===== config.mk =====
export PLATFORM = sky130hd
export DESIGN_NAME = lsu_top
export DESIGN_NICKNAME = d
export VERILOG_FILES = /design/src/common/lsu_pkg.sv /design/src/common/dcache_lookup_if.sv /design/src/dcache/dcache_array.sv /design/src/design/lsu_arbiter.sv /design/src/design/lsu_ex.sv /design/src/design/lsu_top.sv
export SDC_FILE = /design/constraint.sdc
export NUM_CORES = 2
export LEC_CHECK = 0
export BUFFER_PORTS_ARGS = -buffer_cell sky130_fd_sc_hd__buf_2
export CORE_MARGIN = 2
export CORE_UTILIZATION = 60
export CTS_CLUSTER_SIZE = 10
export DETAILED_ROUTE_END_ITERATION = 8
export HOLD_SLACK_MARGIN = 0.1
export PLACE_DENSITY = 0.78
export SYNTH_ARGS = -nofsm -noshare
export SYNTH_HDL_FRONTEND = slang
export SYNTH_HIERARCHICAL = 1
export SYNTH_SLANG_ARGS = --single-unit

===== constraint.sdc =====
create_clock -name clk -period 10.7 [get_ports clk]
set_input_delay 1.07 -clock clk [delete_from_list [all_inputs] [get_ports clk]]
set_output_delay 1.07 -clock clk [all_outputs]
set_load 0.05 [all_outputs]

===== src/common/lsu_pkg.sv =====
// LSU localparams, operation enum, data types and the pipeline operation struct
package lsu_pkg;

    // Datapath widths
    localparam int DATA_WIDTH = 32;
    localparam int ADDR_WIDTH = 32;
    localparam int WORD_BYTES = DATA_WIDTH / 8;
    localparam int LINE_WORDS = 4;
    localparam int LINE_WIDTH = DATA_WIDTH * LINE_WORDS;

    // Direct-mapped data cache geometry
    localparam int DC_SETS         = 8;
    localparam int BYTE_SEL_WIDTH  = $clog2(WORD_BYTES);
    localparam int WORD_SEL_WIDTH  = $clog2(LINE_WORDS);
    localparam int DC_OFFSET_WIDTH = WORD_SEL_WIDTH + BYTE_SEL_WIDTH;
    localparam int DC_INDEX_WIDTH  = $clog2(DC_SETS);
    localparam int DC_TAG_WIDTH    = ADDR_WIDTH - DC_INDEX_WIDTH - DC_OFFSET_WIDTH;

    // Bus tag and queue sizes
    localparam int TAG_WIDTH = 6;
    localparam int LQ_DEPTH  = 8;
    localparam int SQ_DEPTH  = 8;

    typedef enum logic [3:0] {
        LB,
        LH,
        LW,
        LBU,
        LHU,
        SB,
        SH,
        SW,
        FILL
    } lsu_func_t;

    typedef logic [ADDR_WIDTH-1:0]     addr_t;
    typedef logic [DATA_WIDTH-1:0]     data_t;
    typedef logic [LINE_WIDTH-1:0]     cacheline_t;
    typedef logic [TAG_WIDTH-1:0]      cdb_tag_t;
    typedef logic [LQ_DEPTH-1:0]       lq_select_t;
    typedef logic [SQ_DEPTH-1:0]       sq_select_t;
    typedef logic [DC_TAG_WIDTH-1:0]   dc_tag_t;
    typedef logic [DC_INDEX_WIDTH-1:0] dc_index_t;

    // One operation as it moves down the pipe
    typedef struct packed {
        lsu_func_t  func;
        lq_select_t lq_select;
        sq_select_t sq_select;
        cdb_tag_t   tag;
        addr_t      addr;
        data_t      data;
        cacheline_t line;
        logic       retire;
    } lsu_op_t;

endpackage


===== src/common/dcache_lookup_if.sv =====
// Interface for data cache lookup results passed to the execute stage
`timescale 1ns/1ps

interface dcache_lookup_if;
    import lsu_pkg::*;

    logic       hit;
    data_t      word;
    logic       victim_valid;
    logic       victim_dirty;
    addr_t      victim_addr;
    cacheline_t victim_line;

    // Cache produces results for the op in the arbiter register
    modport cache (
        output hit,
        output word,
        output victim_valid,
        output victim_dirty,
        output victim_addr,
        output victim_line
    );

    modport ex (
        input hit,
        input word,
        input victim_valid,
        input victim_dirty,
        input victim_addr,
        input victim_line
    );

endinterface


===== src/dcache/dcache_array.sv =====
// Direct-mapped data cache arrays with lookup, store write and line fill
`timescale 1ns/1ps

module dcache_array (
    input  logic             clk,
    input  logic             n_rst,

    input  logic             i_valid,
    input  lsu_pkg::lsu_op_t i_op,

    dcache_lookup_if.cache   o_lookup
);
    import lsu_pkg::*;

    dc_tag_t                   tag_q  [DC_SETS];
    cacheline_t                line_q [DC_SETS];
    logic [DC_SETS-1:0]        valid_q;
    logic [DC_SETS-1:0]        dirty_q;

    dc_index_t                 index;
    dc_tag_t                   addr_tag;
    logic [WORD_SEL_WIDTH-1:0] word_sel;
    logic [BYTE_SEL_WIDTH-1:0] byte_sel;
    data_t                     cur_word;
    logic                      is_fill;
    logic                      is_store;
    logic                      fill_we;
    logic                      store_we;
    logic [WORD_BYTES-1:0]     lane_mask;
    data_t                     store_word;
    data_t                     merged_word;
    cacheline_t                merged_line;

    // Address split: tag 31:7, index 6:4, word 3:2, byte 1:0
    assign byte_sel = i_op.addr[BYTE_SEL_WIDTH-1:0];
    assign word_sel = i_op.addr[BYTE_SEL_WIDTH +: WORD_SEL_WIDTH];
    assign index    = i_op.addr[DC_OFFSET_WIDTH +: DC_INDEX_WIDTH];
    assign addr_tag = i_op.addr[ADDR_WIDTH-1 -: DC_TAG_WIDTH];

    assign is_fill  = i_op.func == FILL;
    assign is_store = (i_op.func == SB) | (i_op.func == SH) | (i_op.func == SW);

    assign cur_word = line_q[index][word_sel*DATA_WIDTH +: DATA_WIDTH];

    // Lookup results
    assign o_lookup.hit          = valid_q[index] && (tag_q[index] == addr_tag);
    assign o_lookup.word         = cur_word >> {byte_sel, 3'b000};
    assign o_lookup.victim_valid = valid_q[index];
    assign o_lookup.victim_dirty = dirty_q[index];
    assign o_lookup.victim_addr  = {tag_q[index], index, {DC_OFFSET_WIDTH{1'b0}}};
    assign o_lookup.victim_line  = line_q[index];

    assign fill_we  = i_valid & is_fill;
    assign store_we = i_valid & is_store & i_op.retire & o_lookup.hit;

    // Byte lanes touched by the store
    always_comb begin
        case (i_op.func)
            SB:      lane_mask = WORD_BYTES'(1);
            SH:      lane_mask = WORD_BYTES'(3);
            SW:      lane_mask = '1;
            default: lane_mask = '0;
        endcase
        lane_mask = lane_mask << byte_sel;
    end

    assign store_word = i_op.data << {byte_sel, 3'b000};

    always_comb begin
        merged_word = cur_word;
        for (int b = 0; b < WORD_BYTES; b++) begin
            if (lane_mask[b]) begin
                merged_word[b*8 +: 8] = store_word[b*8 +: 8];
            end
        end
        merged_line = line_q[index];
        merged_line[word_sel*DATA_WIDTH +: DATA_WIDTH] = merged_word;
    end

    always_ff @(posedge clk) begin
        if (fill_we) begin
            tag_q[index]  <= addr_tag;
            line_q[index] <= i_op.line;
        end else if (store_we) begin
            line_q[index] <= merged_line;
        end
    end

    always_ff @(posedge clk) begin
        if (!n_rst) begin
            valid_q <= '0;
            dirty_q <= '0;
        end else if (fill_we) begin
            valid_q[index] <= 1'b1;
            dirty_q[index] <= 1'b0;
        end else if (store_we) begin
            dirty_q[index] <= 1'b1;
        end
    end

    // Memory only fills lines that are not already resident
    a_no_redundant_fill: assert property (
        @(posedge clk) disable iff (!n_rst)
        (i_valid && is_fill) |-> !o_lookup.hit
    );

endmodule


===== src/design/lsu_arbiter.sv =====
// Arbiter between line fills and queue operations with pipeline register
`timescale 1ns/1ps

module lsu_arbiter (
    input  logic                clk,
    input  logic                n_rst,
    input  logic                i_flush,

    // Operation from the load/store queues
    input  logic                i_op_en,
    input  lsu_pkg::lsu_op_t    i_op,

    // Line fill from memory
    input  logic                i_fill_en,
    input  lsu_pkg::addr_t      i_fill_addr,
    input  lsu_pkg::cacheline_t i_fill_line,

    output logic                o_op_stall,
    output logic                o_valid,
    output lsu_pkg::lsu_op_t    o_op
);
    import lsu_pkg::*;

    lsu_op_t fill_op;
    lsu_op_t win_op;

    // Queue must hold its op while a fill owns the cache
    assign o_op_stall = i_fill_en & i_op_en;

    always_comb begin
        fill_op           = '0;
        fill_op.func      = FILL;
        fill_op.addr      = i_fill_addr;
        fill_op.line      = i_fill_line;
    end

    // Fill always has priority
    assign win_op = i_fill_en ? fill_op : i_op;

    always_ff @(posedge clk) begin
        if (!n_rst || i_flush) begin
            o_valid <= 1'b0;
        end else begin
            o_valid <= i_fill_en | i_op_en;
        end
    end

    always_ff @(posedge clk) begin
        o_op <= win_op;
    end

    // A fill, and so any stalled cycle, always reaches the cache next cycle
    a_fill_not_lost: assert property (
        @(posedge clk) disable iff (!n_rst)
        (i_fill_en && !i_flush) |=> (o_valid && o_op.func == FILL)
    );

endmodule


===== src/design/lsu_ex.sv =====
// Execute stage with load extension, bus broadcast, queue update and victim output
`timescale 1ns/1ps

module lsu_ex (
    input  logic                 clk,
    input  logic                 n_rst,
    input  logic                 i_flush,

    input  logic                 i_valid,
    input  lsu_pkg::lsu_op_t     i_op,
    dcache_lookup_if.ex          i_lookup,

    // Common data bus
    output logic                 o_valid,
    output lsu_pkg::data_t       o_data,
    output lsu_pkg::addr_t       o_addr,
    output lsu_pkg::cdb_tag_t    o_tag,

    // Queue updates
    output logic                 o_update_lq_en,
    output lsu_pkg::lq_select_t  o_update_lq_select,
    output logic                 o_update_lq_retry,
    output logic                 o_update_sq_en,
    output lsu_pkg::sq_select_t  o_update_sq_select,
    output logic                 o_update_sq_retry,

    // Dirty victim out to memory
    output logic                 o_victim_en,
    output lsu_pkg::addr_t       o_victim_addr,
    output lsu_pkg::cacheline_t  o_victim_line
);
    import lsu_pkg::*;

    logic  is_fill;
    logic  is_store;
    logic  is_load;
    logic  live;
    data_t load_data;

    assign is_fill  = i_op.func == FILL;
    assign is_store = (i_op.func == SB) | (i_op.func == SH) | (i_op.func == SW);
    assign is_load  = ~is_fill & ~is_store;
    assign live     = i_valid & ~i_flush;

    // Word from the cache is already byte aligned
    always_comb begin
        case (i_op.func)
            LB:      load_data = {{(DATA_WIDTH-8){i_lookup.word[7]}}, i_lookup.word[7:0]};
            LH:      load_data = {{(DATA_WIDTH-16){i_lookup.word[15]}}, i_lookup.word[15:0]};
            LBU:     load_data = {{(DATA_WIDTH-8){1'b0}}, i_lookup.word[7:0]};
            LHU:     load_data = {{(DATA_WIDTH-16){1'b0}}, i_lookup.word[15:0]};
            default: load_data = i_lookup.word;
        endcase
    end

    always_ff @(posedge clk) begin
        o_data             <= load_data;
        o_addr             <= i_op.addr;
        o_tag              <= i_op.tag;
        o_update_lq_select <= i_op.lq_select;
        o_update_lq_retry  <= ~i_lookup.hit;
        o_update_sq_select <= i_op.sq_select;
        o_update_sq_retry  <= ~i_lookup.hit;
        o_victim_addr      <= i_lookup.victim_addr;
        o_victim_line      <= i_lookup.victim_line;
    end

    always_ff @(posedge clk) begin
        if (!n_rst) begin
            o_valid        <= 1'b0;
            o_update_lq_en <= 1'b0;
            o_update_sq_en <= 1'b0;
            o_victim_en    <= 1'b0;
        end else begin
            o_valid        <= live & ~is_fill & (i_lookup.hit | is_store);
            o_update_lq_en <= live & is_load;
            o_update_sq_en <= live & is_store & i_op.retire;
            // Only dirty lines go back to memory
            o_victim_en    <= live & is_fill & i_lookup.victim_valid & i_lookup.victim_dirty;
        end
    end

    a_single_queue_update: assert property (
        @(posedge clk) disable iff (!n_rst)
        !(o_update_lq_en && o_update_sq_en)
    );

endmodule


===== src/design/lsu_top.sv =====
// LSU top level joining the arbiter, data cache and execute stage
`timescale 1ns/1ps

module lsu_top (
    input  logic                 clk,
    input  logic                 n_rst,
    input  logic                 i_flush,

    // Queue operation
    input  logic                 i_op_en,
    input  lsu_pkg::lsu_func_t   i_op_func,
    input  lsu_pkg::lq_select_t  i_op_lq_select,
    input  lsu_pkg::sq_select_t  i_op_sq_select,
    input  lsu_pkg::cdb_tag_t    i_op_tag,
    input  lsu_pkg::addr_t       i_op_addr,
    input  lsu_pkg::data_t       i_op_data,
    input  logic                 i_op_retire,

    // Line fill
    input  logic                 i_fill_en,
    input  lsu_pkg::addr_t       i_fill_addr,
    input  lsu_pkg::cacheline_t  i_fill_line,

    output logic                 o_op_stall,

    output logic                 o_valid,
    output lsu_pkg::data_t       o_data,
    output lsu_pkg::addr_t       o_addr,
    output lsu_pkg::cdb_tag_t    o_tag,
    output logic                 o_update_lq_en,
    output lsu_pkg::lq_select_t  o_update_lq_select,
    output logic                 o_update_lq_retry,
    output logic                 o_update_sq_en,
    output lsu_pkg::sq_select_t  o_update_sq_select,
    output logic                 o_update_sq_retry,
    output logic                 o_victim_en,
    output lsu_pkg::addr_t       o_victim_addr,
    output lsu_pkg::cacheline_t  o_victim_line
);
    import lsu_pkg::*;

    lsu_op_t queue_op;
    lsu_op_t arb_op;
    logic    arb_valid;

    dcache_lookup_if lookup_if ();

    // Queue ops carry no line
    assign queue_op = '{
        func:      i_op_func,
        lq_select: i_op_lq_select,
        sq_select: i_op_sq_select,
        tag:       i_op_tag,
        addr:      i_op_addr,
        data:      i_op_data,
        line:      '0,
        retire:    i_op_retire
    };

    lsu_arbiter arbiter0 (
        .clk         (clk),
        .n_rst       (n_rst),
        .i_flush     (i_flush),
        .i_op_en     (i_op_en),
        .i_op        (queue_op),
        .i_fill_en   (i_fill_en),
        .i_fill_addr (i_fill_addr),
        .i_fill_line (i_fill_line),
        .o_op_stall  (o_op_stall),
        .o_valid     (arb_valid),
        .o_op        (arb_op)
    );

    dcache_array dcache0 (
        .clk      (clk),
        .n_rst    (n_rst),
        .i_valid  (arb_valid),
        .i_op     (arb_op),
        .o_lookup (lookup_if.cache)
    );

    lsu_ex ex0 (
        .clk                (clk),
        .n_rst              (n_rst),
        .i_flush            (i_flush),
        .i_valid            (arb_valid),
        .i_op               (arb_op),
        .i_lookup           (lookup_if.ex),
        .o_valid            (o_valid),
        .o_data             (o_data),
        .o_addr             (o_addr),
        .o_tag              (o_tag),
        .o_update_lq_en     (o_update_lq_en),
        .o_update_lq_select (o_update_lq_select),
        .o_update_lq_retry  (o_update_lq_retry),
        .o_update_sq_en     (o_update_sq_en),
        .o_update_sq_select (o_update_sq_select),
        .o_update_sq_retry  (o_update_sq_retry),
        .o_victim_en        (o_victim_en),
        .o_victim_addr      (o_victim_addr),
        .o_victim_line      (o_victim_line)
    );

endmodule


-- After elaboration in Yosys (flattened, before gate mapping)
Memory sizes are Yosys's and may differ from the RTL's. A register that Yosys moved wholly into a read port is not among the register bits.
Index checks and enable logic that the tools add are counted.
- flip-flop bits (word level): 483
- latch bits: 0
- RAM bits: 1224
- memory bits (read-only): 0
- input bits: 256
- output and inout bits: 253
- word-level logic and storage cells: 98
- memories kept: 2
- $add $sub $neg: 1
- multipliers: 0
- divide/modulo/power cells: 0
- $lt $le $gt $ge: 2
- eq/ne operators: 8
- shifts and indexed selects: 6
- mux-type cells: 22
- bitwise operators: 28
- reductions and logical operators: 6
- memory list (memory ; depth ; bits a word ; rd ports ; clocked after memory_dff ; wr ports ; RTL line ; source):
    dcache0.line_q ; 8 ; 128 ; 1 ; 1 ; 1 ; dcache_array.sv:16 ; cacheline_t line_q [DC_SETS];
    dcache0.tag_q ; 8 ; 25 ; 1 ; 1 ; 1 ; dcache_array.sv:15 ; dc_tag_t tag_q [DC_SETS];
- operator list (cell ; count):
    two-way mux 193 bit ; 1
    bitwise mux 128 bit ; 1
    two-way mux 128 bit ; 1
    case mux 32 bit (4 select lines) ; 1
    variable shift 32 x 34 -> 128 bit, first input constant ; 1
    indexed part select 128 x 8 -> 32 bit ; 1
    indexed part select 32 x 34 -> 128 bit ; 1
    two-way mux 8 bit ; 6
    negation 7 -> 34 bit ; 1
    left shift 32 x 5 -> 32 bit ; 1
    >> shifter 32 x 5 -> 32 bit ; 1
    == test 25 bit ; 1
    == test 4 x 3 -> 1 bit, second input constant ; 4
    OR 8 bit ; 2
    AND 1 bit ; 15
    case mux 4 bit (3 select lines) ; 1
    AND 8 bit ; 1
    two-way mux 1 bit ; 8
    inverter 8 bit ; 1
    binary-select mux 1 bit (select 3 bit) ; 2
    OR 1 bit ; 5
    == test 4 x 1 -> 1 bit, second input constant ; 1
    == test 4 x 2 -> 1 bit, second input constant ; 1
    == test 4 bit, second input constant ; 1
    other kinds (10) ; 14

-- Logic depth before layout (Yosys ltp)
- depth after elaboration: 10
- mapped depth: 19
- mapped depth without buffers: 10

-- Hierarchy
Netlist, hierarchy kept.
- by module, submodules not included (module ; instances ; cells each ; area an instance (um^2) ; seq. area each (um^2)):
    dcache_array ; 1 ; 3283 ; 53575.1 ; 37075.6
    lsu_arbiter ; 1 ; 467 ; 7194.4 ; 4404.2
    lsu_ex ; 1 ; 306 ; 5451.5 ; 5024.8
    lsu_top ; 1 ; 1 ; 3.8 ; 0.0

-- Worst setup path after synthesis
Ideal clock, no wire load.
- kind: reg2reg
- from: reg arbiter0/o_op[165] (netlist name)
- to: mem dcache0/line_q[4][0] (netlist name), enable pin
- setup time: 0.658 ns
- arrival time: 8.495 ns
- required time: 10.042 ns
- path slack: 1.547 ns
- stages on the path, launching flop included: 9
- buffers on the path: 1
- period minus slack after synthesis: 9.153 ns
- cell sequence: dfxtp_1 > buf_6 > mux4_2 > mux2_2 > xnor2_1 > nand4_1 > nor4b_1 > nand4_1 > a21oi_1
- word-level cells in the longest chain between the ends: 8
- ends and longest elaborated chain (element ; RTL line ; source):
    start, declared ; lsu_arbiter.sv:20 ; output lsu_pkg::lsu_op_t o_op
    start signal, assigned ; lsu_arbiter.sv:49 ; o_op <= win_op;
    binary-select mux 1 bit (select 3 bit) ; dcache_array.sv:46 ; assign o_lookup.hit = valid_q[index] && (tag_q[index] == addr_tag);
    two-way mux 1 bit (not written as such) ; dcache_array.sv:46 ;
    logical AND 1 bit ; dcache_array.sv:46 ;
    AND 1 bit ; dcache_array.sv:54 ; assign store_we = i_valid & is_store & i_op.retire & o_lookup.hit;
    two-way mux 1 bit ; dcache_array.sv:84 ; end else if (store_we) begin
    two-way mux 1 bit ; dcache_array.sv:81 ; if (fill_we) begin
    two-way mux 1 bit (not written as such) ; dcache_array.sv:85 ; line_q[index] <= merged_line;
    OR 1 bit (no source line) ; n/a ;
    end, declared ; dcache_array.sv:16 ;
Parallel ways exist; a longest one is shown, timed or not. The select of a mux whose other input is x is not followed.

-- Worst setup path after layout
- from: reg arbiter0/o_op[167] (netlist name)
- to: mem dcache0/line_q[3][56] (netlist name), enable pin
Same word-level chain as after synthesis.

==> run metrics <==
row count=121; Die X=around 340 um; clk slew on worst S/H paths=approximately 60 ps; area share of and/or/nand/nor cells after synthesis=0.0370; post-CTS setup buffer count=0; Resized cells post-CTS=0; Worst Path Max Fanout=58; P&R area growth vs syn=15.0%; fin util=0.698; Setup crit end kind=flop; CTS tree=done; area of the core=approximately 110000 um^2; initial antenna violation count=14; antenna-violating nets left=0; via count=about 42000; drt first pass iters=8; run status=finished, final reports clean; DR iter-0 viols=around 6800; complex-gate fraction of the synthesized area=0.0895; Setup TNS=0 ps; Port Buffers=around 510; Initial Util=0.607; Synth Area in XOR/XNOR=0.00145; share of cells above drive strength 1=0.292; Hold Violations, Final=0; register area share after synthesis=0.702; WP data required=approximately 11000 ps; # IOs=between 500 and 600; largest family of logic cells by synthesized area=multiplexers; number of synthesized register bits=about 1700; most common cell after layout, fill and taps aside=edfxtp_1; worst rel slew slack=0.0479; pwr/cell area=between 200 and 250 nW/um^2; Worst Max-Slew Pin Slew=between 1000 and 1500 ps; final net count=roughly 5000; CTS Sinks=approximately 1700; post-synth design cell area=between 60000 and 70000 um^2; period utilization=0.666; FMAX=roughly 140 MHz; LEAKAGE=27.8 nW; Max Slew Vio Count=0; largest net degree at the start of global routing=~120; Crit Path Class=flop to flop; Remaining DRCs=0; YS warnings=6; ranking of synthesized cells by area=edfxtp_1 (56%), dfxtp_1 (15%), mux2_2 (5.7%); met2 Track Usage GR=0.519; area fraction of the dominant cell type after synthesis=0.555; die area=about 110000 um^2; CTS hold repair buffers=0; crit-path cells=buf_4 > nand2b_2 > buf_4 > o22ai_1 > a221o_1 > xor2_1 > nor4b_1 > nand4_1 > a21oi_4 > buf_4; GR Util met3=0.141; remaining global-route overflow=0; RSZ-0062 raised after global routing=false; most frequent cells in the layout=edfxtp_1 (1224), buf_2 (507), dfxtp_1 (480); CTS H-tree depth=4; Synth area leader=edfxtp_1; Tightest Hold Check Type=flop to flop; Post-synth top flop=edfxtp_1; Cell variety after synth=slightly below 90; Final Skew=33.6 ps; placed cell areas=approximately 70000 um^2; total track usage=0.360; Post-Route WL=206000 um; Post-Synth Adder-Cell Area=0.000945; Finished Cell Area=76100 um^2; mux share of post-synthesis cell area=0.139; CTS Buffer Depth=3; most frequent CP cell=buf_4; die height=336 um; VDD IR-drop max=roughly 160 uV; Avg Synthesized Cell Area=roughly 16 um^2; Final Setup Violations=0; gr busiest metal=met2; worst hold margin=between 300 and 400 ps; HPWL after detailed placement=127000 um; crit path time final=7130 ps; Post-synth ARST share=0; Post-Syn Instances=4057; vias in the first global route=just over 40000; total of max-cap violations=0; total CTS buffers=190; Post-synth EDFFs=between 1000 and 1500; worst skew pair latency=800 ps; gpl congestion=1.01; Critical Path Max Stage Delay=1310 ps; GR Util met1=0.465; Clock Tree Root=clkbuf_16; DR vias/cell=between 6 and 7; first-pass GRT wire length=a little under 300000 um; Worst path slowest cell=a21oi_4; WP data arrival=between 7000 and 8000 ps; Setup crit start kind=flop; wire per inst=32.4 um
-- layout make-up --
class                      instances  area, um^2
inverter                         105         397
fill                            6923       33000
sequential                      1711       46500
multi-input combinational       2097       18400
timing repair buffer             617        3450
tap                             1476        1850
clock buffer                     340        5380
clock inverter                    11         174
antenna                            5        12.5
-- report_power, final --
group	total, mW	switching, mW	internal (mW)
clock	5.90	2.52	3.38
combinational	2.06	1.47	0.590
sequential	7.53	0.169	7.36
-- metrics by stage --
stage,std cells,total power [mW],setup slack (ps)
2_1_floorplan,4187,8.87,1550
3_3_place_gp,6006,9.59,3880
3_5_place_dp,6006,9.62,3770
4_1_cts,6357,15.4,3720
5_1_grt,6357,15.8,3420
6_report,6362,15.5,3570
-- cell families after synthesis --
family	after synthesis
compound gates	783
xor+xnor	11
fa+ha+maj	5
buf+inv	379
flops	1711
mux	713
other cells	2
simple gates	453
-- synth_stat cells (46+ instances only) --
cell / count
a21oi_1: 81
a22o_1: 65
a22oi_1: 46
buf_2: 75
buf_4: 55
clkbuf_1: 100
dfxtp_1: 487
edfxtp_1: 1224
inv_1: 99
mux2_2: 333
mux2_4: 101
mux2i_1: 175
mux4_2: 89
nand2_1: 69
nor2_1: 122
nor2b_1: 82
o21ai_0: 47
o221ai_1: 102
o22ai_1: 126
-- layer usage --
metal | wire (um) | share of wire
met3 | 32500 | 0.16
met1 | 70600 | 0.34
met5 | 60 | 0.00029
met4 | 14200 | 0.069
met2 | 88800 | 0.43
-- final timing paths --
kind                                         start                         to  slack (ps)  depth (start not counted)
worst min register to register  arbiter0/o_op[199]  ex0/o_update_sq_select[0]         310                          0
worst max register to register  arbiter0/o_op[167]      dcache0/line_q[3][56]        3570                         10
worst min-delay path            arbiter0/o_op[199]  ex0/o_update_sq_select[0]         310                          0
worst max-delay path            arbiter0/o_op[167]      dcache0/line_q[3][56]        3570                         10
-- flip-flops by register name (all words and copies together), names as in the netlist, 6 cells and up, named ones only --
signal	cells
dcache0/line_q	1024
arbiter0/o_op	219
dcache0/tag_q	200
ex0/o_victim_line	128
ex0/o_addr	32
ex0/o_data	32
ex0/o_victim_addr	32
dcache0/valid_q	8
ex0/o_update_lq_select	8
ex0/o_update_sq_select	8
ex0/o_tag	6
-- critical path, delay by kind of cell (launching register included) --
| kind | cells | cell delay, ps |
|---|---|---|
| buf+inv | 3 | 2060 |
| compound gates | 3 | 1800 |
| simple gates | 3 | 1670 |
| flops | 1 | 920 |
| xor+xnor | 1 | 180 |
(Power assumes the default switching activity.)
